<file path="src/design/status_consts.svh">
`ifndef STATUS_CONSTS_SVH
`define STATUS_CONSTS_SVH

//////////////////////////////////////////////////////////////////////
// Screen geometry
//////////////////////////////////////////////////////////////////////
`define SCREEN_COLS  32
`define SCREEN_ROWS  19
`define SCREEN_CELLS 608
`define CELL_ADDR_W  10                   // Row in [9:5], column in [4:0]
`define CHAR_W       8

// Teletype control codes
`define CODE_AT      8'd22
`define CODE_HOME    8'd12
`define CODE_SPACE   8'd32
`define MSG_END      8'hFF                // String terminator

//////////////////////////////////////////////////////////////////////
// Page layout
//////////////////////////////////////////////////////////////////////
`define ROW_BOARD    2
`define ROW_MEM      4
`define ROW_SD       5
`define ROW_JOY      6
`define LINE_COL     2                    // Label column of every line
`define LABEL_COL    10                   // Value text starts here

// Padded label length, and one ROM slot with AT prefix and terminator
`define MSG_LEN      (`LABEL_COL - `LINE_COL)
`define MSG_SLOT     16
`define MSG_IDX_W    $clog2(`MSG_SLOT)

`define BOARD_ID_W   16
`define JOY_KEYS     12

`endif

</file>
<file path="src/design/status_pkg.sv">
package status_pkg;

   // Teletype command interpreter
   typedef enum logic [2:0] {
      tty_idle,
      tty_command,
      tty_at_row,
      tty_at_col,
      tty_clear,
      tty_put
   } tty_state_t;

   // Page writer with the two shared subroutines at the end
   typedef enum logic [4:0] {
      rp_clear, rp_board, rp_board_hex,
      rp_mem, rp_mem_status,
      rp_sd, rp_sd_status,
      rp_joy, rp_joy_keys, rp_done,
      send_str, send_str_next,
      send_char, send_char_wait
   } report_state_t;

   // Message slots of the text ROM
   typedef enum logic [3:0] {
      msg_home, msg_board, msg_mem, msg_sd, msg_joy,
      msg_wait, msg_ok, msg_error
   } msg_id_t;

endpackage

</file>
<file path="src/design/message_rom.sv">
`include "status_consts.svh"

module message_rom (
   input  logic                  clk,
   input  status_pkg::msg_id_t   msg_id,
   input  logic [`MSG_IDX_W-1:0] char_index,
   output logic [`CHAR_W-1:0]    msg_char
);
   import status_pkg::*;

   localparam int SLOT_BITS = `MSG_SLOT * `CHAR_W;

   logic [SLOT_BITS-1:0] slot;

   // AT row col, padded label, terminator fill
   function automatic logic [SLOT_BITS-1:0] at_line(input int row,
                                                    input logic [8*`MSG_LEN-1:0] label);
      return {`CODE_AT, 8'(row), 8'(`LINE_COL), label, {(`MSG_SLOT - 11){`MSG_END}}};
   endfunction

   // Status text always five characters wide
   function automatic logic [SLOT_BITS-1:0] status_text(input logic [39:0] text);
      return {text, {(`MSG_SLOT - 5){`MSG_END}}};
   endfunction

   //////////////////////////////////////////////////////////////////////
   // Message table
   //////////////////////////////////////////////////////////////////////
   always_comb begin
      case (msg_id)
         msg_home:  slot = {`CODE_HOME, {(`MSG_SLOT - 1){`MSG_END}}};
         msg_board: slot = at_line(`ROW_BOARD, "BOARD   ");
         msg_mem:   slot = at_line(`ROW_MEM, "MEM     ");
         msg_sd:    slot = at_line(`ROW_SD, "SD      ");
         msg_joy:   slot = at_line(`ROW_JOY, "JOY1    ");
         msg_wait:  slot = status_text("wait ");
         msg_ok:    slot = status_text("OK   ");
         msg_error: slot = status_text("ERROR");
         default:   slot = {`MSG_SLOT{`MSG_END}};  // Empty slot
      endcase
   end

   // First character sits in the top byte
   always_ff @(posedge clk) begin
      msg_char <= slot[SLOT_BITS - 1 - `CHAR_W * char_index -: `CHAR_W];
   end

endmodule

</file>
<file path="config.mk">
export PLATFORM = sky130hd
export DESIGN_NAME = message_rom
export DESIGN_NICKNAME = d
export VERILOG_FILES = /design/src/design/status_pkg.sv /design/src/design/message_rom.sv
export VERILOG_INCLUDE_DIRS = /design/src /design/src/design
export SDC_FILE = /design/constraint.sdc
export NUM_CORES = 1
export LEC_CHECK = 0
export BUFFER_PORTS_ARGS = -buffer_cell sky130_fd_sc_hd__buf_2
export CAP_MARGIN = 20
export CORE_MARGIN = 8
export CORE_UTILIZATION = 55
export CTS_CLUSTER_DIAMETER = 30
export DETAILED_ROUTE_END_ITERATION = 8
export GPL_TIMING_DRIVEN = 0
export PLACE_DENSITY = 0.77
export SYNTH_ARGS = -nofsm -noshare
export SYNTH_HDL_FRONTEND = slang
export SYNTH_SLANG_ARGS = --single-unit
</file>
<file path="constraint.sdc">
create_clock -name clk -period 2.85 [get_ports clk]
set_input_delay 0.855 -clock clk [delete_from_list [all_inputs] [get_ports clk]]
set_output_delay 0.855 -clock clk [all_outputs]
set_load 0.01 [all_outputs]
</file>
==> flow_summary.json <==
{
  "outcome": "finished clean",
  "clkTransAtPathRegs_ps": 60,
  "die_y_um": 61.9,
  "largestRegisters": "msg_char: 8 flops",
  "ys_seq_elements": 8,
  "synth_top_cell_area_share_pct": 13.8,
  "vdd_drop_max_mv": 0.213,
  "endpoint_kind": "register",
  "min_period_over_period_pct": 85.8,
  "crit_buf_inv": 3,
  "synth.area.top_cells": "dfxtp_1, ha_1, clkbuf_8",
  "firstDrtPassIters": 4,
  "synth_common_cells": "nand2_1, nor2_1, ha_1, dfxtp_1, nand3_1",
  "hold_buffers": 0,
  "drv_cap": 0,
  "ys_async_sr_fraction_pct": 0,
  "initial_core_util_pct": 58.4,
  "dieArea_mm2": 0.00383,
  "grt_max_degree": 12,
  "arrival_ps": 2580,
  "areaGrowthSynthToFinish_pct": 11.4,
  "crit_chain": "buf_2 -> inv_1 -> ha_1 -> buf_6 -> or3_1 -> and3_1 -> o32ai_2 -> a41oi_1",
  "cts_made_buffers": 3,
  "nets": 178,
  "grt_pass1_wl_um": 5290,
  "cts_buffer_depth": 2,
  "grt_pass1_vias": 1128,
  "max_stage_delay_ps": 370,
  "regMostFlops": "msg_char",
  "hold_class": "in2reg",
  "synth_edf_count": 0,
  "io_buffer_count": 15,
  "yosysUniqueCellTypes": 45,
  "ys_warn_count": 0,
  "clock_tree.root_cell": "clkbuf_4",
  "overflow": 0,
  "synth.most_common_cell": "nand2_1",
  "ys_seq_area_share_pct": 13.8,
  "coreArea_mm2": 0.00198,
  "viasPerCell": 6.19,
  "worst_pin_slew_ps": 462,
  "path_class": "in2reg",
  "cts_tree": "yes",
  "fin_tns_setup_ps": 0,
  "yosys_most_used_dff": "dfxtp_1",
  "vias": 1145,
  "antenna_left": 0,
  "fillCellCount": 171,
  "ios": 17,
  "antenna_found_initial": 0,
  "fp-row-count": 16,
  "syn-cell-area_mm2": 0.00116,
  "start_kind": "primary input",
  "multi_input_area_um2": 818,
  "max_freq_mhz": 409,
  "gp_congestion": 0.938,
  "leakagePower_nw": 0.561,
  "setup_viol": 0,
  "place_inst": 182,
  "cts.sinks": 8,
  "post_cts_buffers": 0,
  "rsz0062_at_grt": "false",
  "ctsResizeCount": 0,
  "fin_cells": 185,
  "drc": 0,
  "dp_hpwl_um": 2390,
  "largest_reg_flops": 8,
  "final_layout_size_suffix_gt1_share_pct": 22.8,
  "syn-num-nets": 158,
  "pwr_density_cell_mw_per_mm2": 295,
  "finalHoldViolCount": 0,
  "fp.dieW_um": 61.9,
  "synth_top_area_cell": "dfxtp_1",
  "critPathMaxFanout": 10,
  "critPathTopFamily": "simple AND/OR/NAND/NOR gates",
  "slew_headroom_pct": 69.0,
  "drt-initial-drc-count": 64,
  "required_ps": 2990,
  "wl_um": 3200,
  "routedWlPerCell_um": 17.3,
  "syn_area_per_cell_um2": 8.27,
  "syn_inst": 140,
  "regArea_um2": 160,
  "htreeDepth": 1,
  "grt_usage_pct": 18.4,
  "slew_violations": 0,
  "critPathSlowestCell": "or3_1",
  "post-route-min-period_ps": 2440,
  "antenna-diode-count": 0
}
## cells in the final DEF (no fill, tap or decap), types with 6 or more instances in the layout
cell,count
buf_2,16
nand2_1,11
nor2_1,10
ha_1,9
nand3_1,8
dfxtp_1,8
inv_1,7
o21ai_0,7
clkbuf_8,6
nand2b_1,6
a21oi_1,6
## metal layers
layer,vias to the layer above,part of all wire (%),global-route usage (%)
met4,0,2.4,11.0
met3,9,11,2.88
li1,555,-,-
met1,513,41,24.1
met5,-,0,0
met2,68,46,27.5
## final timing paths
path / start / to / slack, ps / cells past startpoint
max: msg_id[0] / msg_char[2]$_DFF_P_ / 410 / 8
min: msg_id[3] / msg_char[5]$_DFF_P_ / 840 / 2
## per-stage QoR
| stage | power (mW) | hold WS (ps) | util [%] | instance area, um2 | worst slack, ps |
|---|---|---|---|---|---|
| floorplan | 0.241 | 954 | - | 1160 | 586 |
| finish | 0.380 | 843 | 65.0 | 1290 | 406 |
| detailed placement | 0.288 | 1110 | 63.9 | 1270 | 136 |
| global placement | 0.286 | 1110 | 63.9 | 1270 | 163 |
| CTS | 0.379 | 845 | 65.0 | 1290 | 398 |
| global route | 0.401 | 856 | 65.0 | 1290 | 288 |
## kinds of logic (layout without fill, tap and decap cells)
family	count (synthesis)	count (layout)	share of synthesized area (%)
multiplexers	9	9	10.8
flip-flops	8	8	13.8
AO/OA/AOI/OAI	37	37	23.9
buffers and inverters	20	38	15.5
AND/OR/NAND/NOR	57	57	26.3
adder cells (fa/ha/maj)	9	9	9.73
## power breakdown
| part | internal [mW] | switching [mW] | total [mW] |
|---|---|---|---|
| clock network | 0.0485 | 0.0427 | 0.0912 |
| registers | 0.121 | 0.00176 | 0.123 |
| logic | 0.0732 | 0.0928 | 0.166 |
## cell type report
type / count / area share [%]
plain buffers: 12 / 11.6
clock buffers: 3 / 1.75
inverters: 8 / 2.33
multi-input cells: 112 / 63.5
flip-flops and latches: 8 / 12.4
well taps: 27 / 2.62
repair buffers: 15 / 5.83
Power figures use the tool's default switching activity.
