### src/design/status_consts.svh
`ifndef STATUS_CONSTS_SVH
`define STATUS_CONSTS_SVH

//////////////////////////////////////////////////////////////////////
// Screen geometry
//////////////////////////////////////////////////////////////////////
`define SCREEN_COLS  32
`define SCREEN_ROWS  19
`define SCREEN_CELLS 608
`define CELL_ADDR_W  10                   // Row in [9:5], column in [4:0]
`define CHAR_W       8

// Teletype control codes
`define CODE_AT      8'd22
`define CODE_HOME    8'd12
`define CODE_SPACE   8'd32
`define MSG_END      8'hFF                // String terminator

//////////////////////////////////////////////////////////////////////
// Page layout
//////////////////////////////////////////////////////////////////////
`define ROW_BOARD    2
`define ROW_MEM      4
`define ROW_SD       5
`define ROW_JOY      6
`define LINE_COL     2                    // Label column of every line
`define LABEL_COL    10                   // Value text starts here

// Padded label length, and one ROM slot with AT prefix and terminator
`define MSG_LEN      (`LABEL_COL - `LINE_COL)
`define MSG_SLOT     16
`define MSG_IDX_W    $clog2(`MSG_SLOT)

`define BOARD_ID_W   16
`define JOY_KEYS     12

`endif

### src/design/status_pkg.sv
package status_pkg;

   // Teletype command interpreter
   typedef enum logic [2:0] {
      tty_idle,
      tty_command,
      tty_at_row,
      tty_at_col,
      tty_clear,
      tty_put
   } tty_state_t;

   // Page writer with the two shared subroutines at the end
   typedef enum logic [4:0] {
      rp_clear, rp_board, rp_board_hex,
      rp_mem, rp_mem_status,
      rp_sd, rp_sd_status,
      rp_joy, rp_joy_keys, rp_done,
      send_str, send_str_next,
      send_char, send_char_wait
   } report_state_t;

   // Message slots of the text ROM
   typedef enum logic [3:0] {
      msg_home, msg_board, msg_mem, msg_sd, msg_joy,
      msg_wait, msg_ok, msg_error
   } msg_id_t;

endpackage

### src/design/teletype.sv
`include "status_consts.svh"

module teletype (
   input  logic                    clk,
   input  logic                    reset,
   input  logic [`CHAR_W-1:0]      chr,
   input  logic                    chr_we,
   output logic                    busy,
   output logic [`CELL_ADDR_W-1:0] write_addr,
   output logic [`CHAR_W-1:0]      write_data,
   output logic                    write_en
);
   import status_pkg::*;

   tty_state_t          state;
   logic [`CHAR_W-1:0]  data;    // Byte under interpretation
   logic [4:0]          row;

   // write_addr doubles as the cursor
   always_ff @(posedge clk) begin
      if (reset) begin
         state      <= tty_idle;
         busy       <= 1'b0;
         write_en   <= 1'b0;
         write_addr <= '0;
      end else begin
         case (state)
            tty_idle, tty_at_row, tty_at_col: begin
               if (chr_we) begin
                  data <= chr;
                  if (state == tty_at_row) begin
                     row   <= chr[4:0];
                     state <= tty_at_col;
                  end else if (state == tty_at_col) begin
                     write_addr <= {row, chr[4:0]};
                     state      <= tty_idle;
                  end else begin
                     busy  <= 1'b1;
                     state <= tty_command;
                  end
               end
            end
            tty_command: begin
               if (data == `CODE_AT) begin
                  busy  <= 1'b0;              // Row and column follow unbusied
                  state <= tty_at_row;
               end else if (data == `CODE_HOME) begin
                  write_addr <= '0;
                  write_data <= `CODE_SPACE;
                  write_en   <= 1'b1;
                  state      <= tty_clear;
               end else begin
                  write_data <= data;
                  write_en   <= 1'b1;
                  state      <= tty_put;
               end
            end
            tty_clear: begin
               if (write_addr == `CELL_ADDR_W'(`SCREEN_CELLS - 1)) begin
                  busy       <= 1'b0;
                  write_en   <= 1'b0;
                  write_addr <= '0;           // Cursor home
                  state      <= tty_idle;
               end else begin
                  write_addr <= write_addr + 1'b1;
               end
            end
            tty_put: begin
               write_en   <= 1'b0;
               busy       <= 1'b0;
               write_addr <= write_addr + 1'b1;
               state      <= tty_idle;
            end
            default: state <= tty_idle;
         endcase
      end
   end

   // AT positions from the ROM must stay on screen
   write_in_screen_a: assert property (@(posedge clk) disable iff (reset)
      write_en |-> write_addr < `CELL_ADDR_W'(`SCREEN_CELLS));

endmodule

### config.mk
export PLATFORM = sky130hd
export DESIGN_NAME = teletype
export DESIGN_NICKNAME = d
export VERILOG_FILES = /design/src/design/status_pkg.sv /design/src/design/teletype.sv
export VERILOG_INCLUDE_DIRS = /design/src /design/src/design
export SDC_FILE = /design/constraint.sdc
export NUM_CORES = 1
export LEC_CHECK = 0
export ABC_AREA = 1
export BUFFER_PORTS_ARGS = -buffer_cell sky130_fd_sc_hd__buf_2
export CORE_MARGIN = 5
export CORE_UTILIZATION = 30
export DETAILED_ROUTE_END_ITERATION = 6
export SKIP_LAST_GASP = 1
export SYNTH_ARGS = -nofsm -noshare
export SYNTH_HDL_FRONTEND = slang
export SYNTH_SLANG_ARGS = --single-unit
### constraint.sdc
create_clock -name clk -period 1.9 [get_ports clk]
set_input_delay 0.19 -clock clk [delete_from_list [all_inputs] [get_ports clk]]
set_output_delay 0.19 -clock clk [all_outputs]
set_load 0.02 [all_outputs]
==> results of run 1 <==
-- area by class of cell --
class                      count  area, um^2
timing repair buffer          35         188
tap                           75        93.8
multi-input combinational    154         732
sequential                    36         931
fill                         621        3750
inverter                      32         120
clock inverter                 2        35.0
clock buffer                   6        72.6
-- metrics by stage --
step	std cells	hold WS [ps]	power [mW]	utilization
floorplan	230	289	2.34	-
CTS	340	68.8	3.43	0.366
detailed placement	332	369	2.76	0.348
finish	340	76.7	3.39	0.367
global route	340	72.6	3.68	0.367
global placement	332	368	2.75	0.348
-- critical path, delay by kind of cell (launching register included) --
| kind | cells | cell delay, ps |
|---|---|---|
| DFF | 1 | 390 |
| buffers and inverters | 1 | 80 |
| adders and majority gates | 1 | 210 |
| and+or+nand+nor | 8 | 850 |
-- cell families (layout without fill, tap and decap cells) --
kind of cell,after synthesis,after routing,share of synthesized area
AOI/OAI and AO/OA,20,20,0.0691
DFF,36,36,0.509
buffers and inverters,40,75,0.0917
adders and majority gates,1,1,0.00684
and+or+nand+nor,130,130,0.309
xor gates and xnor gates,3,3,0.0144
-- power groups by stage --
stage / clock (mW) / sequential [mW] / combinational [mW]
final: 0.656 / 1.21 / 1.52
after global routing: 0.717 / 1.24 / 1.73
after CTS: 0.680 / 1.21 / 1.54
after detailed placement: 0 / 1.23 / 1.53
after global placement: 0 / 1.23 / 1.51
after floorplan: 0 / 1.39 / 0.953
-- registers in the layout, summed over array words and instances, names as in the netlist --
name        flops
write_data      8
write_en        1
row             5
write_addr     10
data            8
busy            1
state           3
-- worst paths after layout --
check	end
hold reg to reg	write_data[6]
setup reg to reg	write_en
hold / removal	data[6]
setup / recovery	write_en
-- cell usage in the layout, fill, tap and decap left out, types with 2 or more instances in the layout --
cell type / instances
a21oi_1: 13
buf_2: 30
buf_4: 5
clkbuf_8: 5
dfxtp_1: 15
edfxtp_1: 21
inv_1: 30
inv_2: 2
nand2_1: 62
nand2_4: 3
nand3_1: 17
nand4_1: 5
nor2_1: 36
nor3_1: 3
o21ai_0: 4
xor2_1: 2
-- per-layer routing --
layer	wire [um]	share of wire	global-route usage
met4	112	0.028	0.0563
met2	1860	0.46	0.177
met1	1840	0.46	0.149
met3	188	0.047	0.0273
met5	0	0	0
==> impl_metrics.json, run 1 <==
{
  "synth_edf_count": 21,
  "grt_pass1_wl_um": 6800,
  "cts_max_level": 2,
  "start_kind": "flop",
  "avgSynthCellArea_um2": 7.95,
  "clock-skew-final_ps": 7.79,
  "post_drt_wl_per_cell_um": 11.7,
  "fin_nets": 276,
  "rows": 28,
  "place_congestion": 0.828,
  "ys_top_cells_by_area": "edfxtp_1 (34%), dfxtp_1 (16%), nand2_1 (13%), nor2_1 (7.6%), inv_1 (6.2%)",
  "r2r-start": "write_addr[1]",
  "first_pass_iters": 4,
  "critPathMaxStageDelay_ps": 390,
  "yosysMostFrequentCell": "nand2_1",
  "fin_tns_setup_ps": 0,
  "dp_slack_ps": 179,
  "cts_made_buffers": 5,
  "worstRegToRegCells": 10,
  "vdd_drop_max_mv": 0.639,
  "p_sw_frac": 0.431,
  "r2r_slack_ps": 270,
  "end_kind": "flop",
  "drive_above_1_share": 0.204,
  "syn_to_final_growth_pct": 18.8,
  "cts_hold_buf": 0,
  "whs_path_depth": 1,
  "power_switching_mw": 1.46,
  "ctsResizeCount": 0,
  "routed-via-count": 1526,
  "synth_warnings": 0,
  "boundaryPins": 31,
  "clock_latency_ps": 290,
  "setup_ws_ps": 267,
  "rsz0062_at_grt": "false",
  "max_freq_mhz": 612,
  "hold_viol_final": 0,
  "grt_overflow": 0,
  "required_ps": 2090,
  "grt_pass1_vias": 1463,
  "track_usage": 0.114,
  "grt_start_max_net_pins": 15,
  "place_area_um2": 2060,
  "die_y_um": 88.1,
  "io_buffers": 30,
  "worst_path_most_repeated_cell": "nand2_1",
  "diodes": 0,
  "crit_start": "write_addr[1]",
  "finalCritPeriodShare": 0.859,
  "path_max_fanout": 6,
  "internal-power_mw": 1.93,
  "ant_nets": 0,
  "slowest_stage": "dfxtp_1",
  "clk_root_buffer_cell": "clkbuf_8",
  "min_period_ps": 1630,
  "pwr-share-clk": 0.194,
  "maxCapViolations": 0,
  "core_area_um2": 5920,
  "status": "finished clean",
  "stdcell_area_um2": 2170,
  "hp-class": "in -> reg",
  "start_util": 0.309,
  "yosys_register_bits": 36,
  "drc_errors": 0,
  "slew_violations": 0,
  "yosysTopAreaCell": "edfxtp_1",
  "arrival_ps": 1820,
  "ys_async_sr_fraction": 0,
  "antenna_found_initial": 0,
  "setup_viol": 0,
  "synth_top_area_frac": 0.345,
  "synth_nets": 242,
  "cts_tree": "done",
  "slew_headroom": 0.729,
  "ys_seq_area_frac": 0.509,
  "clkTransAtPathRegs_ps": 70,
  "worst_slew_pin_slew_ps": 407,
  "clock-sinks": 36,
  "p_comb_frac": 0.449,
  "postCtsSetupBuffers": 0,
  "crit_type": "reg -> reg",
  "die_w_um": 88.1,
  "dp_hpwl_um": 3100,
  "syn_inst": 230,
  "hold_start": "chr[6]",
  "drt_iter0_drc": 61,
  "wirelength_um": 3990,
  "cellLeakagePower_nw": 1.00,
  "ys.flop_type": "edfxtp_1",
  "synthTopCellsByCount": "nand2_1 (62), nor2_1 (37), inv_1 (30)",
  "vias_per_cell": 4.49,
  "crit_chain": "ha_1 -> nand2_1 -> nor2_2 -> nand3_1 -> nand2_1 -> nand2_1 -> inv_1 -> nand2_1 -> nand2_1 -> nor2_1",
  "dieArea_um2": 7750,
  "yosysUniqueCellTypes": 24,
  "cellPowerDensity_nw_per_um2": 1560,
  "cts_max_path_buffers": 2,
  "synth_area_um2": 1830,
  "p_seq_frac": 0.358
}
Power figures use the tool's default switching activity.
==> run 2: changes to the inputs <==
- RECOVER_POWER: not set -> 50
- SLEW_MARGIN: not set -> 20
==> impl_metrics.json, run 2 (same netlist as run 1, synthesis figures left out) <==
{
  "drive_above_1_share": 0.113,
  "rsz0062_at_grt": "false",
  "drt_iter0_drc": 61,
  "cts_tree": "done",
  "clk_root_buffer_cell": "clkbuf_8",
  "dp_hpwl_um": 3100,
  "drc_errors": 0,
  "finalPower_mw": 3.35,
  "hold_viol_final": 0,
  "syn_to_final_growth_pct": 17.2,
  "core_area_um2": 5920,
  "die_w_um": 88.1,
  "slew_violations": 0,
  "routed-via-count": 1529,
  "boundaryPins": 31,
  "fin_nets": 276,
  "track_usage": 0.114,
  "cts_max_path_buffers": 2,
  "r2r_slack_ps": 260,
  "arrival_ps": 1830,
  "first_pass_iters": 4,
  "cellPowerDensity_nw_per_um2": 1560,
  "grt_overflow": 0,
  "hp-class": "in -> reg",
  "required_ps": 2090,
  "holdPathEnd": "data[6]",
  "clock_latency_ps": 290,
  "antenna_found_initial": 0,
  "fin_tns_setup_ps": 0,
  "cellLeakagePower_nw": 0.927,
  "top_regs": "write_addr (10), data (8), write_data (8)",
  "path_max_fanout": 6,
  "worstRegToRegCells": 10,
  "top_register": "write_addr",
  "die_y_um": 88.1,
  "io_buffers": 30,
  "final_cell_mix": "nand2_1 (62), nor2_1 (36), inv_1 (30), clkbuf_1 (25), edfxtp_1 (21)",
  "grt_pass1_vias": 1463,
  "ant_nets": 0,
  "clock-skew-final_ps": 8.78,
  "hold_start": "chr[6]",
  "cts_hold_buf": 0,
  "start_util": 0.309,
  "rows": 28,
  "cts_made_buffers": 5,
  "vias_per_cell": 4.50,
  "clock-sinks": 36,
  "grt_pass1_wl_um": 6800,
  "largest_register_ff_count": 10,
  "start_kind": "flop",
  "crit_type": "reg -> reg",
  "vdd_drop_max_mv": 0.625,
  "wirelength_um": 3970,
  "max_freq_mhz": 610,
  "place_congestion": 0.828,
  "clkTransAtPathRegs_ps": 70,
  "worst_slew_pin_slew_ps": 409,
  "finalCritPeriodShare": 0.864,
  "whs_path_depth": 1,
  "dieArea_um2": 7750,
  "setup_viol": 0,
  "r2r-start": "write_addr[1]",
  "diodes": 0,
  "maxCapViolations": 0,
  "status": "finished clean",
  "fillers": 629,
  "min_period_ps": 1640,
  "end_kind": "flop",
  "slew_headroom": 0.727,
  "final_common_cell": "nand2_1",
  "post_drt_wl_per_cell_um": 11.7,
  "r2r_end": "write_en",
  "cts_max_level": 2,
  "grt_start_max_net_pins": 15
}
-- run 2: cell count changes in the layout (fill, tap and decap cells not counted), sizes merged --
cell	delta
buf	-24
clkbuf	+24
-- run 2: critical path, stage by stage, from the launching register on --
cell and delay (ps):
dfxtp_1 400, ha_1 210, nand2_1 90, nor2_2 220, nand3_1 160, nand2_1 150, nand2_1 80, inv_1 70
nand2_1 50, nand2_1 70, nor2_1 50
-- run 2: layer usage --
layer  vias to the layer above  wire (um)  track usage  part of all wire
met3                         9        200       0.0273             0.050
li1                        795          -            -                 -
met2                        31       1850        0.177              0.46
met1                       694       1810        0.149              0.46
met4                         0        112       0.0563             0.028
met5                         -          0            0                 0
-- run 2: where the power goes --
group / leakage (nW) / internal (mW) / switching (mW)
logic: 0.555 / 0.472 / 1.01
registers: 0.316 / 1.03 / 0.182
clock network: 0.0552 / 0.389 / 0.265
total: 0.927 / 1.89 / 1.46
-- run 2: layout make-up --
type	count	area (um^2)	share of cell area
Timing Repair Buffer	35	158	0.0736
Tap cell	75	93.8	0.0438
Clock inverter	2	35.0	0.0164
Sequential cell	36	931	0.435
Inverter	32	120	0.0561
Clock buffer	6	72.6	0.0339
Multi-Input combinational cell	154	732	0.342
-- run 2: worst max path at each step --
| stage | start | to | slack [ps] | depth (start not counted) |
|---|---|---|---|---|
| after CTS | write_addr[1] | write_en | 160 | 10 |
| after floorplan | state[1] | data[0] | 220 | 4 |
| final | write_addr[1] | write_en | 260 | 10 |
| after global routing | write_addr[1] | write_en | 50 | 10 |
| after detailed placement | write_addr[1] | write_en | 180 | 10 |
| after global placement | write_addr[1] | write_en | 260 | 10 |
-- run 2: metrics by stage --
step                       util  cell area [um^2]  hold WS [ps]  std cells  worst slack [ps]
after global routing      0.362              2140          72.6        340              51.8
after global placement    0.348              2060           368        332               256
after CTS                 0.366              2170          68.8        340               164
final                     0.362              2140          77.9        340               259
after floorplan               -              1830           289        230               218
after detailed placement  0.348              2060           369        332               179
-- run 2: timing repair --
action	in CTS	in global routing
gates resized for setup	0	1
setup endpoints to repair	0	5
setup buffers	0	0
==> run 3: changes to the inputs <==
- clock period: 1.9 -> 1.5 ns (I/O delays scaled with it)
==> impl_metrics.json, run 3 (same netlist as run 1, synthesis figures left out) <==
{
  "critPathMaxStageDelay_ps": 320,
  "drive_above_1_share": 0.250,
  "hold_slack_ps": 26.1,
  "min_period_ps": 1380,
  "grt_start_max_net_pins": 15,
  "cellPowerDensity_nw_per_um2": 2010,
  "start_util": 0.309,
  "fillers": 596,
  "arrival_ps": 1400,
  "io_buffers": 30,
  "place_congestion": 0.845,
  "core_area_um2": 5920,
  "cts_tree": "done",
  "syn_to_final_growth_pct": 29.6,
  "worst_slew_pin_slew_ps": 348,
  "clk_root_buffer_cell": "clkbuf_8",
  "path_max_fanout": 8,
  "maxCapViolations": 0,
  "vias_per_cell": 4.47,
  "slew_headroom": 0.767,
  "setup_ws_ps": 117,
  "worst_path_most_repeated_cell": "nand2_1",
  "diodes": 0,
  "cts_max_level": 2,
  "hp-class": "in -> reg",
  "drc_errors": 0,
  "clock-sinks": 36,
  "grt_pass1_wl_um": 7200,
  "post_drt_wl_per_cell_um": 12.2,
  "top_register": "write_addr",
  "wirelength_um": 4330,
  "regArea_um2": 937,
  "grt_pass1_vias": 1524,
  "largest_register_ff_count": 10,
  "slowest_stage": "dfxtp_1",
  "final_common_cell": "nand2_1",
  "clkTransAtPathRegs_ps": 80,
  "clock_latency_ps": 290,
  "dp_cells": 345,
  "slew_violations": 0,
  "rows": 28,
  "ant_nets": 0,
  "grt_overflow": 0,
  "multi_input_area_um2": 822,
  "hold_viol_final": 0,
  "fin_tns_setup_ps": 0,
  "status": "finished clean",
  "rsz0062_at_grt": "true",
  "required_ps": 1510,
  "fin_nets": 291,
  "crit_chain": "inv_1 -> nand2_1 -> nor2_4 -> nand2_1 -> nor2_2 -> buf_4",
  "end_kind": "flop",
  "finalCritPeriodShare": 0.922,
  "cts_made_buffers": 5,
  "start_kind": "flop",
  "first_pass_iters": 5,
  "fin_util": 0.400,
  "die_y_um": 88.1,
  "final_cell_mix": "nand2_1 (58), inv_1 (30), nor2_1 (30), clkbuf_1 (22), edfxtp_1 (21)",
  "crit_type": "reg -> reg",
  "vdd_drop_max_mv": 1.09,
  "dp_hpwl_um": 3230,
  "max_freq_mhz": 723,
  "routed-via-count": 1587,
  "cts_max_path_buffers": 2,
  "clock-skew-final_ps": 8.43,
  "drt_iter0_drc": 73,
  "setup_viol": 0,
  "track_usage": 0.122,
  "cellLeakagePower_nw": 1.02,
  "top_regs": "write_addr (10), data (8), write_data (8)",
  "instances_no_fill": 355,
  "die_w_um": 88.1,
  "antenna_found_initial": 0,
  "dieArea_um2": 7750,
  "boundaryPins": 31,
  "dp_slack_ps": -11.2
}
==> run 3: cell count changes in the layout (fill, tap and decap cells not counted), sizes merged <==
cell      previous run  this run
clkinvlp             0         1
buf                 11        28
clkbuf              30        27
==> run 3: path summary, 6_finish.rpt <==
kind,from,endpoint,slack [ps],cells after the start
setup / recovery,state[1],write_data[6],120,6
hold / removal,chr[7],data[7],30,1
setup reg to reg,state[1],write_data[6],120,6
hold reg to reg,data[6],write_data[6],460,0
==> run 3: critical path: cells and delay by family, from the launching register on <==
family | cells | cell delay, ps
and+or+nand+nor | 4 | 490
DFF | 1 | 320
buffers and inverters | 2 | 290
==> run 3: per-stage QoR <==
step | cell area (um^2) | power (mW)
5_1_grt | 2370 | 5.15
4_1_cts | 2300 | 4.62
3_3_place_gp | 2180 | 3.72
6_report | 2370 | 4.76
2_1_floorplan | 1840 | 2.98
3_5_place_dp | 2180 | 3.73
==> run 3: repair_timing <==
| item | in CTS | in global routing |
|---|---|---|
| gates resized for setup | 1 | 22 |
| setup buffers | 0 | 2 |
| hold buffers | 0 | 0 |
| pin swaps | 0 | 4 |
| setup endpoints to repair | 1 | 14 |
==> run 3: where the power goes <==
group / switching, mW / internal [mW]
Sequential: 0.198 / 1.32
Clock: 0.369 / 0.492
Combinational: 1.48 / 0.904
Total: 2.04 / 2.72
==> run 3: area by class of cell <==
cell class,count,share of cell area
sequential,36,0.395
timing repair buffer,50,0.120
inverter,32,0.0507
clock buffer,5,0.0290
clock inverter,3,0.0180
tap,75,0.0396
multi-input combinational,154,0.347
==> run 3: layer usage <==
metal / wire (um) / up-vias / GRT usage
met2: 1970 / 40 / 0.195
met4: 82 / 0 / 0.0563
met5: 0 / - / 0
li1: - / 830 / -
met1: 2090 / 709 / 0.155
met3: 190 / 8 / 0.0301
