**config.mk**
```make
export PLATFORM = sky130hd
export DESIGN_NAME = report_sequencer
export DESIGN_NICKNAME = d
export VERILOG_FILES = /design/src/design/status_pkg.sv /design/src/design/report_sequencer.sv
export VERILOG_INCLUDE_DIRS = /design/src /design/src/design
export SDC_FILE = /design/constraint.sdc
export NUM_CORES = 1
export LEC_CHECK = 0
export ABC_AREA = 1
export BUFFER_PORTS_ARGS = -buffer_cell sky130_fd_sc_hd__buf_4
export CAP_MARGIN = 20
export CORE_MARGIN = 5
export CORE_UTILIZATION = 45
export CTS_CLUSTER_DIAMETER = 60
export DETAILED_ROUTE_END_ITERATION = 8
export PLACE_DENSITY = 0.67
export SETUP_SLACK_MARGIN = 0.2
export SYNTH_ARGS = -nofsm -noshare
export SYNTH_HDL_FRONTEND = slang
export SYNTH_SLANG_ARGS = --single-unit
```
**constraint.sdc**
```tcl
create_clock -name clk -period 2.6 [get_ports clk]
set_input_delay 0.26 -clock clk [delete_from_list [all_inputs] [get_ports clk]]
set_output_delay 0.26 -clock clk [all_outputs]
set_load 0.1 [all_outputs]
```
**src/design/status_consts.svh**
```systemverilog
`ifndef STATUS_CONSTS_SVH
`define STATUS_CONSTS_SVH

//////////////////////////////////////////////////////////////////////
// Screen geometry
//////////////////////////////////////////////////////////////////////
`define SCREEN_COLS  32
`define SCREEN_ROWS  19
`define SCREEN_CELLS 608
`define CELL_ADDR_W  10                   // Row in [9:5], column in [4:0]
`define CHAR_W       8

// Teletype control codes
`define CODE_AT      8'd22
`define CODE_HOME    8'd12
`define CODE_SPACE   8'd32
`define MSG_END      8'hFF                // String terminator

//////////////////////////////////////////////////////////////////////
// Page layout
//////////////////////////////////////////////////////////////////////
`define ROW_BOARD    2
`define ROW_MEM      4
`define ROW_SD       5
`define ROW_JOY      6
`define LINE_COL     2                    // Label column of every line
`define LABEL_COL    10                   // Value text starts here

// Padded label length, and one ROM slot with AT prefix and terminator
`define MSG_LEN      (`LABEL_COL - `LINE_COL)
`define MSG_SLOT     16
`define MSG_IDX_W    $clog2(`MSG_SLOT)

`define BOARD_ID_W   16
`define JOY_KEYS     12

`endif

```
**src/design/status_pkg.sv**
```systemverilog
package status_pkg;

   // Teletype command interpreter
   typedef enum logic [2:0] {
      tty_idle,
      tty_command,
      tty_at_row,
      tty_at_col,
      tty_clear,
      tty_put
   } tty_state_t;

   // Page writer with the two shared subroutines at the end
   typedef enum logic [4:0] {
      rp_clear, rp_board, rp_board_hex,
      rp_mem, rp_mem_status,
      rp_sd, rp_sd_status,
      rp_joy, rp_joy_keys, rp_done,
      send_str, send_str_next,
      send_char, send_char_wait
   } report_state_t;

   // Message slots of the text ROM
   typedef enum logic [3:0] {
      msg_home, msg_board, msg_mem, msg_sd, msg_joy,
      msg_wait, msg_ok, msg_error
   } msg_id_t;

endpackage

```
**src/design/report_sequencer.sv**
```systemverilog
`include "status_consts.svh"

module report_sequencer (
   input  logic                   clk,
   input  logic                   reset,
   input  logic [`BOARD_ID_W-1:0] board_id,
   input  logic                   mem_busy,
   input  logic                   mem_ok,
   input  logic                   sd_busy,
   input  logic                   sd_ok,
   input  logic [`JOY_KEYS-1:0]   joy_md,
   input  logic                   busy,
   input  logic [`CHAR_W-1:0]     msg_char,
   output status_pkg::msg_id_t    msg_id,
   output logic [`MSG_IDX_W-1:0]  char_index,
   output logic [`CHAR_W-1:0]     chr,
   output logic                   chr_we,
   output logic                   report_done
);
   import status_pkg::*;

   // Key order on screen and the joy_md bit behind each letter
   localparam logic [8*`JOY_KEYS-1:0] KEY_LETTERS = "UDLR123XYZSM";
   localparam logic [4*`JOY_KEYS-1:0] KEY_BITS =
      {4'd0, 4'd1, 4'd2, 4'd3, 4'd4, 4'd5, 4'd6, 4'd10, 4'd9, 4'd8, 4'd7, 4'd11};

   report_state_t          state;
   report_state_t          ret_str;     // Return from send_str
   report_state_t          ret_char;    // Return from send_char
   logic [3:0]             item_cnt;    // Hex digits or joypad keys done
   logic [`BOARD_ID_W-1:0] board_shift;
   logic [`JOY_KEYS-1:0]   joy_keys;

   function automatic logic [`CHAR_W-1:0] hex_char(input logic [3:0] nib);
      return (nib < 4'd10) ? 8'h30 + 8'(nib) : 8'h37 + 8'(nib);
   endfunction

   function automatic logic [`CHAR_W-1:0] joy_char(input logic [3:0] idx,
                                                   input logic [`JOY_KEYS-1:0] keys);
      logic [3:0] key_bit;
      key_bit = KEY_BITS[4 * (`JOY_KEYS - 1 - idx) +: 4];
      return keys[key_bit] ? KEY_LETTERS[`CHAR_W * (`JOY_KEYS - 1 - idx) +: `CHAR_W]
                           : `CODE_SPACE;
   endfunction

   // Busy wins over the result
   function automatic msg_id_t status_msg(input logic test_busy, input logic test_ok);
      return test_busy ? msg_wait : (test_ok ? msg_ok : msg_error);
   endfunction

   always_ff @(posedge clk) begin
      if (reset) begin
         state       <= rp_clear;   // HOME only on the first pass
         ret_str     <= rp_clear;
         ret_char    <= rp_clear;
         chr_we      <= 1'b0;
         report_done <= 1'b0;
      end else begin
         report_done <= 1'b0;
         case (state)
            rp_clear: begin
               msg_id     <= msg_home;
               char_index <= '0;
               ret_str    <= rp_board;
               state      <= send_str;
            end
            rp_board: begin
               board_shift <= board_id;
               item_cnt    <= 4'd0;
               msg_id      <= msg_board;
               char_index  <= '0;
               ret_str     <= rp_board_hex;
               state       <= send_str;
            end
            rp_board_hex: begin
               if (item_cnt == 4'd4) begin
                  state <= rp_mem;
               end else begin
                  chr         <= hex_char(board_shift[`BOARD_ID_W-1 -: 4]);
                  board_shift <= board_shift << 4;   // Next digit to the top
                  item_cnt    <= item_cnt + 4'd1;
                  ret_char    <= rp_board_hex;
                  state       <= send_char;
               end
            end
            rp_mem: begin
               msg_id     <= msg_mem;
               char_index <= '0;
               ret_str    <= rp_mem_status;
               state      <= send_str;
            end
            rp_mem_status: begin
               msg_id     <= status_msg(mem_busy, mem_ok);
               char_index <= '0;
               ret_str    <= rp_sd;
               state      <= send_str;
            end
            rp_sd: begin
               msg_id     <= msg_sd;
               char_index <= '0;
               ret_str    <= rp_sd_status;
               state      <= send_str;
            end
            rp_sd_status: begin
               msg_id     <= status_msg(sd_busy, sd_ok);
               char_index <= '0;
               ret_str    <= rp_joy;
               state      <= send_str;
            end
            rp_joy: begin
               joy_keys   <= joy_md;
               item_cnt   <= 4'd0;
               msg_id     <= msg_joy;
               char_index <= '0;
               ret_str    <= rp_joy_keys;
               state      <= send_str;
            end
            rp_joy_keys: begin
               if (item_cnt == 4'(`JOY_KEYS)) begin
                  state <= rp_done;
               end else begin
                  chr      <= joy_char(item_cnt, joy_keys);
                  item_cnt <= item_cnt + 4'd1;
                  ret_char <= rp_joy_keys;
                  state    <= send_char;
               end
            end
            rp_done: begin
               report_done <= 1'b1;
               state       <= rp_board;
            end

            //////////////////////////////////////////////////////////////////////
            // Subroutines
            //////////////////////////////////////////////////////////////////////
            send_str: state <= send_str_next;    // ROM lookup in flight
            send_str_next: begin
               if (msg_char == `MSG_END) begin
                  state <= ret_str;
               end else begin
                  chr        <= msg_char;
                  char_index <= char_index + 1'b1;
                  ret_char   <= send_str;
                  state      <= send_char;
               end
            end
            send_char: begin
               if (!busy) begin
                  chr_we <= 1'b1;
                  state  <= send_char_wait;
               end
            end
            send_char_wait: begin
               chr_we <= 1'b0;
               state  <= ret_char;
            end
            default: state <= rp_clear;
         endcase
      end
   end

   // Strobe only lands on an idle teletype
   chr_we_idle_a: assert property (@(posedge clk) disable iff (reset)
      $rose(chr_we) |-> !busy);

endmodule

```
==> results of run 1 <==
## cell usage in the layout, fill, tap and decap left out, types with 2 or more instances in the layout
cell type / count
a21oi_1: 13
a22oi_1: 2
a41oi_1: 2
buf_4: 64
bufinv_16: 2
clkbuf_8: 10
dfxtp_1: 12
edfxtp_1: 47
ha_1: 6
inv_1: 42
inv_2: 10
inv_4: 2
nand2_1: 76
nand2_2: 5
nand2_4: 2
nand3_1: 19
nand3_2: 3
nand3_4: 3
nand4_1: 9
nor2_1: 32
nor2_2: 3
nor2_4: 4
nor3_1: 5
o211ai_1: 3
o21ai_0: 15
o21ai_1: 2
o21ai_2: 6
o21bai_2: 2
o221ai_1: 2
xnor2_1: 2
## final timing paths
check                                   end  depth (start not counted)
worst max register to register       chr[6]                         11
worst max-delay path                 chr[6]                         11
worst min-delay path            joy_keys[3]                          1
worst min register to register   ret_str[3]                          2
## where the power goes
group          internal (mW)  switching [mW]
Sequential              1.35           0.146
Combinational          0.697            1.73
Clock                  0.561           0.348
## cells in the mapped netlist, types with 2 or more instances
library cell  count  area share
a22oi_1           2      0.0048
ha_1              6       0.024
o221ai_1          2      0.0056
nand2_4           2      0.0071
nand2_1          76       0.090
inv_1            42       0.050
xnor2_1           2      0.0056
a21oi_1          13       0.021
o21bai_2          2      0.0071
o21ai_1           2      0.0032
nor2_2            3      0.0060
nand3_4           3       0.017
inv_2            10       0.012
o21ai_0          15       0.024
dfxtp_1          12       0.076
nand3_2           3      0.0095
edfxtp_1         47        0.45
o211ai_1          3      0.0071
clkbuf_1          3      0.0036
a41oi_1           2      0.0056
nand3_1          19       0.030
nor2_1           32       0.038
nand4_1           9       0.018
o21ai_2           6       0.017
nor2_4            4       0.014
nor3_1            5      0.0079
inv_4             2      0.0040
nand2_2           5      0.0099
## cell families (layout without fill, tap and decap cells)
logic type	after synthesis	count (layout)	share of synthesized area
buffers and inverters	60	134	0.0770
adder cells (fa/ha/maj)	6	6	0.0238
flip-flops	59	59	0.524
XOR/XNOR	3	3	0.00833
AO/OA/AOI/OAI	55	55	0.116
other	1	1	0.00119
AND/OR/NAND/NOR	162	162	0.250
## area by class of cell
| class | instances | area (um^2) | area share |
|---|---|---|---|
| Sequential cell | 59 | 1650 | 0.420 |
| Multi-Input combinational cell | 227 | 1260 | 0.320 |
| Timing Repair Buffer | 64 | 480 | 0.122 |
| Inverter | 54 | 208 | 0.0528 |
| Clock buffer | 11 | 141 | 0.0359 |
| Tap cell | 96 | 120 | 0.0305 |
| Clock inverter | 5 | 76.3 | 0.0194 |
## worst register-to-register path: cells and delay by family, from the launching register on
| kind | cells | cell delay [ps] |
|---|---|---|
| AO/OA/AOI/OAI | 1 | 70 |
| adder cells (fa/ha/maj) | 1 | 410 |
| buffers and inverters | 1 | 180 |
| flip-flops | 1 | 420 |
| AND/OR/NAND/NOR | 8 | 730 |
## state kept, by name, indices dropped and copies added, names as in the netlist, 2 cells and up
name and count:
board_shift 16, joy_keys 12, chr 8, char_index 4, item_cnt 4, ret_str 4
state 4, msg_id 3, ret_char 2
## per-layer routing
layer	vias up	wire length [um]	global-route usage
met2	88	3080	0.247
met5	-	0	0
met4	0	119	0.0650
met1	1182	3100	0.219
met3	11	481	0.0441
li1	1312	-	-
## through the flow
stage / hold slack (ps) / area [um^2]
after floorplan: 338 / 3150
after global placement: 438 / 3720
after detailed placement: 439 / 3720
after CTS: 80.3 / 3940
after global routing: 75.4 / 3940
final: 94.7 / 3940
==> impl_metrics.env, run 1 <==
export IMPL_outcome="finished, final reports clean"
export IMPL_syn_cell_area_mm2=0.00315
export IMPL_ios=61
export IMPL_fp_coreArea_mm2=0.00679
export IMPL_crit_fanout=8
export IMPL_synthToLayoutAreaGrowth_pct=24.8
export IMPL_dp_cells=500
export IMPL_diodes=0
export IMPL_cts_htree_levels=3
export IMPL_crit_start="item_cnt[2]"
export IMPL_fin_crit_sh=0.791
export IMPL_nets=464
export IMPL_start_util=0.464
export IMPL_antenna_found_initial=0
export IMPL_startpoint_type="flop"
export IMPL_peakVddDrop_v=0.000426
export IMPL_via_per_inst=5.03
export IMPL_synth_edf_count=47
export IMPL_synthFlopType="edfxtp_1"
export IMPL_async_reset_ff_frac=0
export IMPL_cts_root_buffer="clkbuf_8"
export IMPL_rows=30
export IMPL_dieArea_mm2=0.00878
export IMPL_rsz0062_at_grt="no"
export IMPL_fin_cells=516
export IMPL_post_route_drc_count=0
export IMPL_grt_overflow=0
export IMPL_timing_setup_tns_ps=0
export IMPL_crit_family="simple AND/OR/NAND/NOR gates"
export IMPL_holdBufCountCts=0
export IMPL_numClockSinks=59
export IMPL_drtIter0Drc=175
export IMPL_die_width_um=93.7
export IMPL_ys_seq_elements=59
export IMPL_nFillCells=603
export IMPL_slowest_delay_ps=420
export IMPL_first_pass_iters=4
export IMPL_setup_viol=0
export IMPL_p_per_area_mw_per_mm2=1230
export IMPL_hold_class="input port to flop"
export IMPL_slew_violations=0
export IMPL_path_buf_inv=1
export IMPL_syn_nets=395
export IMPL_cts_repair_resized=0
export IMPL_grt_usage=0.162
export IMPL_cp_arrival_ps=2140
export IMPL_postRouteAntennaNets=0
export IMPL_crit_required_ps=2680
export IMPL_slew_headroom=0.624
export IMPL_ys_seq_area_frac=0.524
export IMPL_gp_congestion=0.927
export IMPL_grt_pass1_wl_um=11100
export IMPL_fp_dieH_um=93.7
export IMPL_insertion_delay_ps=340
export IMPL_via_count=2593
export IMPL_crit_chain="ha_1 -> inv_2 -> nand2_4 -> nand2_4 -> nand3_4 -> nand2_1 -> nand3_1 -> nand2_1 -> nand2_2 -> nand3_4 -> o21ai_2"
export IMPL_cp_end_kind="flop"
export IMPL_grt_max_degree=20
export IMPL_first_global_vias=2440
export IMPL_layout_drive_gt1_share=0.283
export IMPL_synth_cell_types=42
export IMPL_drt_wl_total_um=6780
export IMPL_netlist_instances=346
export IMPL_slowest_stage="edfxtp_1"
export IMPL_clock_path_buffers=2
export IMPL_regToRegSetupSlack_ps=540
export IMPL_timing_rr_start="item_cnt[2]"
export IMPL_numCtsBuffers=9
export IMPL_post_route_util=0.579
export IMPL_place_hpwl_um=5210
export IMPL_finalCriticalPeriod_ps=2060
export IMPL_p_leak_nw=1.72
export IMPL_worst_slack_ps=542
export IMPL_ys_warnings_count=0
export IMPL_hp_start="joy_md[3]"
export IMPL_io_buffers=59
export IMPL_fin_worst_skew_ps=9.72
export IMPL_dp_slack_ps=566
export IMPL_cts_tree="yes"
export IMPL_clk_pin_slew_ps=70
export IMPL_path_class="flop to flop"
export IMPL_syn_area_per_cell_um2=9.11
export IMPL_finalPower_mw=4.83
export IMPL_hold_viol_final=0
export IMPL_avgRoutedWirePerCell_um=13.1
export IMPL_max_cap_violations=0
export IMPL_worst_pin_slew_ps=561
export IMPL_max_freq_mhz=486
export IMPL_post_cts_buffers=0
Note: power is estimated with default switching activity, not from simulation.
==> run 2: changes to the inputs <==
Clock period 2.6 ns to 2.1 ns, I/O delays scaled along.
==> run 2 against run 1 <==
Compared with the run above:
- design area is 7.9% higher
- final cell count up 4.3%
- non-clock buffer count grew 22
- via count is 4.6% higher
- clock power is 21% higher
- fmax rose by 4.5%
- sequential share of layout area is 3.1 points lower
- wire length rose by 9.8%
- sequential cell count stayed put
- die area stayed put
- first-iteration DRC count is 11% lower
- critical endpoint is now chr[3]
- register-to-register slack worse by 410 ps
==> impl_metrics.env, run 2 (same netlist as run 1, synthesis figures left out) <==
export IMPL_setup_viol=0
export IMPL_clk_pin_slew_ps=60
export IMPL_nets=486
export IMPL_cp_end_kind="flop"
export IMPL_post_route_drc_count=0
export IMPL_cts_tree="yes"
export IMPL_final_common_cell="buf_4"
export IMPL_slowest_delay_ps=510
export IMPL_drtIter0Drc=155
export IMPL_max_freq_mhz=508
export IMPL_fin_worst_skew_ps=10.1
export IMPL_timing_setup_tns_ps=0
export IMPL_final_cell_area_mm2=0.00425
export IMPL_fp_coreArea_mm2=0.00679
export IMPL_avgRoutedWirePerCell_um=13.8
export IMPL_cts_htree_levels=3
export IMPL_p_per_area_mw_per_mm2=1550
export IMPL_peakVddDrop_v=0.000609
export IMPL_grt_max_degree=20
export IMPL_slew_violations=0
export IMPL_finalCriticalPeriod_ps=1970
export IMPL_diodes=0
export IMPL_worst_slack_ps=131
export IMPL_grt_usage=0.173
export IMPL_hold_viol_final=0
export IMPL_nFillCells=578
export IMPL_cp_arrival_ps=2050
export IMPL_postRouteAntennaNets=0
export IMPL_io_buffers=59
export IMPL_seqCellArea_mm2=0.00165
export IMPL_gp_congestion=0.887
export IMPL_layout_drive_gt1_share=0.357
export IMPL_outcome="finished, final reports clean"
export IMPL_startpoint_type="flop"
export IMPL_numCtsBuffers=9
export IMPL_holdBufCountCts=0
export IMPL_cts_root_buffer="clkbuf_8"
export IMPL_first_pass_iters=5
export IMPL_crit_fanout=7
export IMPL_clock_path_buffers=2
export IMPL_start_util=0.464
export IMPL_rows=30
export IMPL_dp_slack_ps=-20.1
export IMPL_synthToLayoutAreaGrowth_pct=34.8
export IMPL_place_area_mm2=0.00377
export IMPL_finalPower_mw=6.57
export IMPL_place_hpwl_um=5320
export IMPL_grt_overflow=0
export IMPL_drt_wl_total_um=7440
export IMPL_path_class="flop to flop"
export IMPL_p_leak_nw=1.85
export IMPL_dieArea_mm2=0.00878
export IMPL_crit_chain="ha_4 -> inv_6 -> nand2_4 -> nand2_4 -> nand3_4 -> nand2_1 -> nand3_1 -> nand3_2 -> nand3_4 -> o21ai_2"
export IMPL_rsz0062_at_grt="yes"
export IMPL_numClockSinks=59
export IMPL_via_count=2712
export IMPL_largest_reg_flops=16
export IMPL_layout_common_cells="buf_4, nand2_1, edfxtp_1"
export IMPL_antenna_found_initial=0
export IMPL_fp_dieH_um=93.7
export IMPL_grt_pass1_wl_um=11900
export IMPL_via_per_inst=5.04
export IMPL_crit_required_ps=2180
export IMPL_hold_class="input port to flop"
export IMPL_top_regs="board_shift: 16 flops, joy_keys: 12 flops, chr: 8 flops"
export IMPL_insertion_delay_ps=340
export IMPL_slowest_stage="edfxtp_1"
export IMPL_fin_crit_sh=0.938
export IMPL_multi_input_area_mm2=0.00137
export IMPL_first_global_vias=2595
export IMPL_die_width_um=93.7
export IMPL_top_register="board_shift"
export IMPL_ios=61
export IMPL_max_cap_violations=0
[run 2: cell type report]
cell class,count,area share
sequential,59,0.389
multi-input combinational,227,0.323
timing repair buffer,86,0.158
inverter,54,0.0530
clock buffer,11,0.0309
tap,96,0.0283
clock inverter,5,0.0183
[run 2: per-layer routing]
layer | share of wire | vias up | global-route usage
li1 | - | 1355 | -
met4 | 0.0089 | 0 | 0.0782
met2 | 0.49 | 92 | 0.286
met5 | 0 | - | 0
met1 | 0.43 | 1259 | 0.216
met3 | 0.065 | 6 | 0.0393
[run 2: worst paths after layout]
path                             startpoint      endpoint  slack (ps)  cells past startpoint
worst max-delay path            item_cnt[2]        chr[3]         130                     10
worst min-delay path             joy_md[11]  joy_keys[11]          50                      1
worst max register to register  item_cnt[2]        chr[3]         130                     10
worst min register to register   ret_str[3]    ret_str[3]         460                      2
[run 2: metrics by stage]
stage	hold slack (ps)	instances	utilization
final	48.0	538	0.625
after global routing	33.6	538	0.625
after CTS	31.2	529	0.608
after detailed placement	389	503	0.555
after global placement	388	503	0.555
after floorplan	288	346	-
[run 2: worst max-delay path, delay by kind of cell (launching register included)]
kind	cells	cell delay (ps)
and+or+nand+nor	7	690
DFF	1	510
adders and majority gates	1	380
buffers and inverters	1	60
AOI/OAI and AO/OA	1	60
[run 2: power by group]
part | leakage, nW | switching [mW] | internal (mW)
sequential | 0.533 | 0.194 | 1.67
combinational | 1.21 | 2.39 | 1.22
clock | 0.105 | 0.434 | 0.665
[run 2: timing repair]
| item | 4_1_cts | 5_1_grt |
|---|---|---|
| cloned | 0 | 0 |
| buffers inserted | 10 | 9 |
| resized for setup | 17 | 18 |
| endpoints found under the setup margin | 7 | 35 |
| pin swaps | 8 | 10 |
==> run 3: changes to the inputs <==
Settings changed: CORE_MARGIN 5 to default.
==> run 3 against run 2 <==
Compared with the run above:
- count of clock-buffer cells in the layout is the same
- total power shrank 3.6%
- die area shrank 16%
- sequential share of layout area grew 0.87 points
- highest routed layer unchanged
- sequential cell count is the same
- largest cell class unchanged
- global-route usage grew 2.8 points
==> impl_metrics.env, run 3 (same netlist as run 1, synthesis figures left out) <==
export IMPL_crit_start="item_cnt[2]"
export IMPL_place_hpwl_um=4960
export IMPL_numClockSinks=59
export IMPL_layout_common_cells="buf_4, nand2_1, edfxtp_1"
export IMPL_nets=479
export IMPL_top_register="board_shift"
export IMPL_fin_crit_sh=0.934
export IMPL_hold_class="input port to flop"
export IMPL_p_per_area_mw_per_mm2=1520
export IMPL_finalPower_mw=6.34
export IMPL_clock_path_buffers=2
export IMPL_numCtsBuffers=9
export IMPL_io_buffers=59
export IMPL_top_regs="board_shift: 16 flops, joy_keys: 12 flops, chr: 8 flops"
export IMPL_slew_violations=0
export IMPL_final_common_cell="buf_4"
export IMPL_p_leak_nw=1.80
export IMPL_first_global_vias=2520
export IMPL_cts_root_buffer="clkbuf_8"
export IMPL_largest_reg_flops=16
export IMPL_fp_coreArea_mm2=0.00679
export IMPL_r2r_end="chr[2]"
export IMPL_setup_viol=0
export IMPL_grt_pass1_wl_um=11400
export IMPL_crit_fanout=8
export IMPL_drtIter0Drc=97
export IMPL_via_per_inst=5.01
export IMPL_peakVddDrop_v=0.000801
export IMPL_first_pass_iters=5
export IMPL_grt_max_degree=20
export IMPL_cp_endpoint="chr[2]"
export IMPL_insertion_delay_ps=340
export IMPL_cts_tree="yes"
export IMPL_dieArea_mm2=0.00735
export IMPL_drt_wl_total_um=6950
export IMPL_fp_dieH_um=85.7
export IMPL_via_count=2661
export IMPL_rsz0062_at_grt="yes"
export IMPL_die_width_um=85.7
export IMPL_post_route_drc_count=0
export IMPL_timing_rr_start="item_cnt[2]"
export IMPL_fin_worst_skew_ps=7.67
export IMPL_rows=30
export IMPL_startpoint_type="flop"
export IMPL_ios=61
export IMPL_diodes=0
export IMPL_gp_congestion=0.944
export IMPL_finalCriticalPeriod_ps=1960
export IMPL_worst_slack_ps=139
export IMPL_dp_slack_ps=3.54
export IMPL_fin_cells=531
export IMPL_cp_arrival_ps=2040
export IMPL_start_util=0.464
export IMPL_grt_overflow=0
export IMPL_synthToLayoutAreaGrowth_pct=31.9
export IMPL_grt_usage=0.201
export IMPL_cp_end_kind="flop"
export IMPL_antenna_found_initial=0
export IMPL_timing_setup_tns_ps=0
export IMPL_max_cap_violations=0
export IMPL_holdBufCountCts=0
export IMPL_hold_viol_final=0
export IMPL_clk_pin_slew_ps=70
export IMPL_layout_drive_gt1_share=0.352
export IMPL_whs_ps=41.3
export IMPL_path_class="flop to flop"
export IMPL_regToRegSetupSlack_ps=140
export IMPL_crit_required_ps=2180
export IMPL_avgRoutedWirePerCell_um=13.1
export IMPL_outcome="finished, final reports clean"
export IMPL_cts_htree_levels=3
export IMPL_postRouteAntennaNets=0
export IMPL_max_freq_mhz=510
export IMPL_dp_cells=503
export IMPL_rr_worst_depth=9
[run 3: changes by cell type in the layout (fill, tap and decap cells not counted), moves of 2 or more]
cell and change:
buf_4 -6, inv_6 -3, clkinv_2 +2, inv_4 +3
[run 3: cell type report]
| type | instances | area (um^2) |
|---|---|---|
| Sequential cell | 59 | 1650 |
| Fill cell | 584 | 2640 |
| Timing Repair Buffer | 79 | 609 |
| Inverter | 54 | 218 |
| Clock buffer | 11 | 131 |
| Clock inverter | 5 | 53.8 |
| Multi-Input combinational cell | 227 | 1370 |
| Tap cell | 96 | 120 |
[run 3: timing repair]
item,in CTS,in global routing
setup endpoints to repair,7,35
pin swaps,10,3
setup buffers,8,4
resized for setup,23,9
[run 3: stage by stage]
step | utilization | instance area (um^2)
after floorplan | - | 3170
after global placement | 0.555 | 3770
after detailed placement | 0.555 | 3770
after CTS | 0.605 | 4110
after global routing | 0.612 | 4160
final | 0.612 | 4160
[run 3: routing by layer]
| layer | vias to the layer above | part of all wire | global-route usage | wire (um) |
|---|---|---|---|---|
| met3 | 12 | 0.054 | 0.0510 | 377 |
| met1 | 1218 | 0.45 | 0.250 | 3130 |
| met5 | - | 0 | 0 | 0 |
| met2 | 90 | 0.48 | 0.335 | 3340 |
| met4 | 0 | 0.015 | 0.0833 | 107 |
| li1 | 1341 | - | - | - |
[run 3: power by group]
part	internal (mW)	switching (mW)	total (mW)
Clock	0.544	0.442	0.986
Combinational	1.14	2.35	3.49
Sequential	1.67	0.196	1.87
[run 3: worst min-delay path by stage]
stage	from	end	slack [ps]	depth (start not counted)
after global placement	joy_md[2]	joy_keys[2]	390	1
after detailed placement	joy_md[0]	joy_keys[0]	390	1
after CTS	joy_md[5]	joy_keys[5]	30	1
after floorplan	reset	state[0]	290	1
after global routing	joy_md[7]	joy_keys[7]	20	1
final	joy_md[7]	joy_keys[7]	40	1
[run 3: critical path, stage by stage (launching register included)]
cell	delay [ps]
edfxtp_1	510
ha_4	240
inv_8	90
nand2_2	100
nor2_1	180
nand2_1	100
o21ai_1	150
nand2_2	90
nand3_4	150
o21ai_2	60
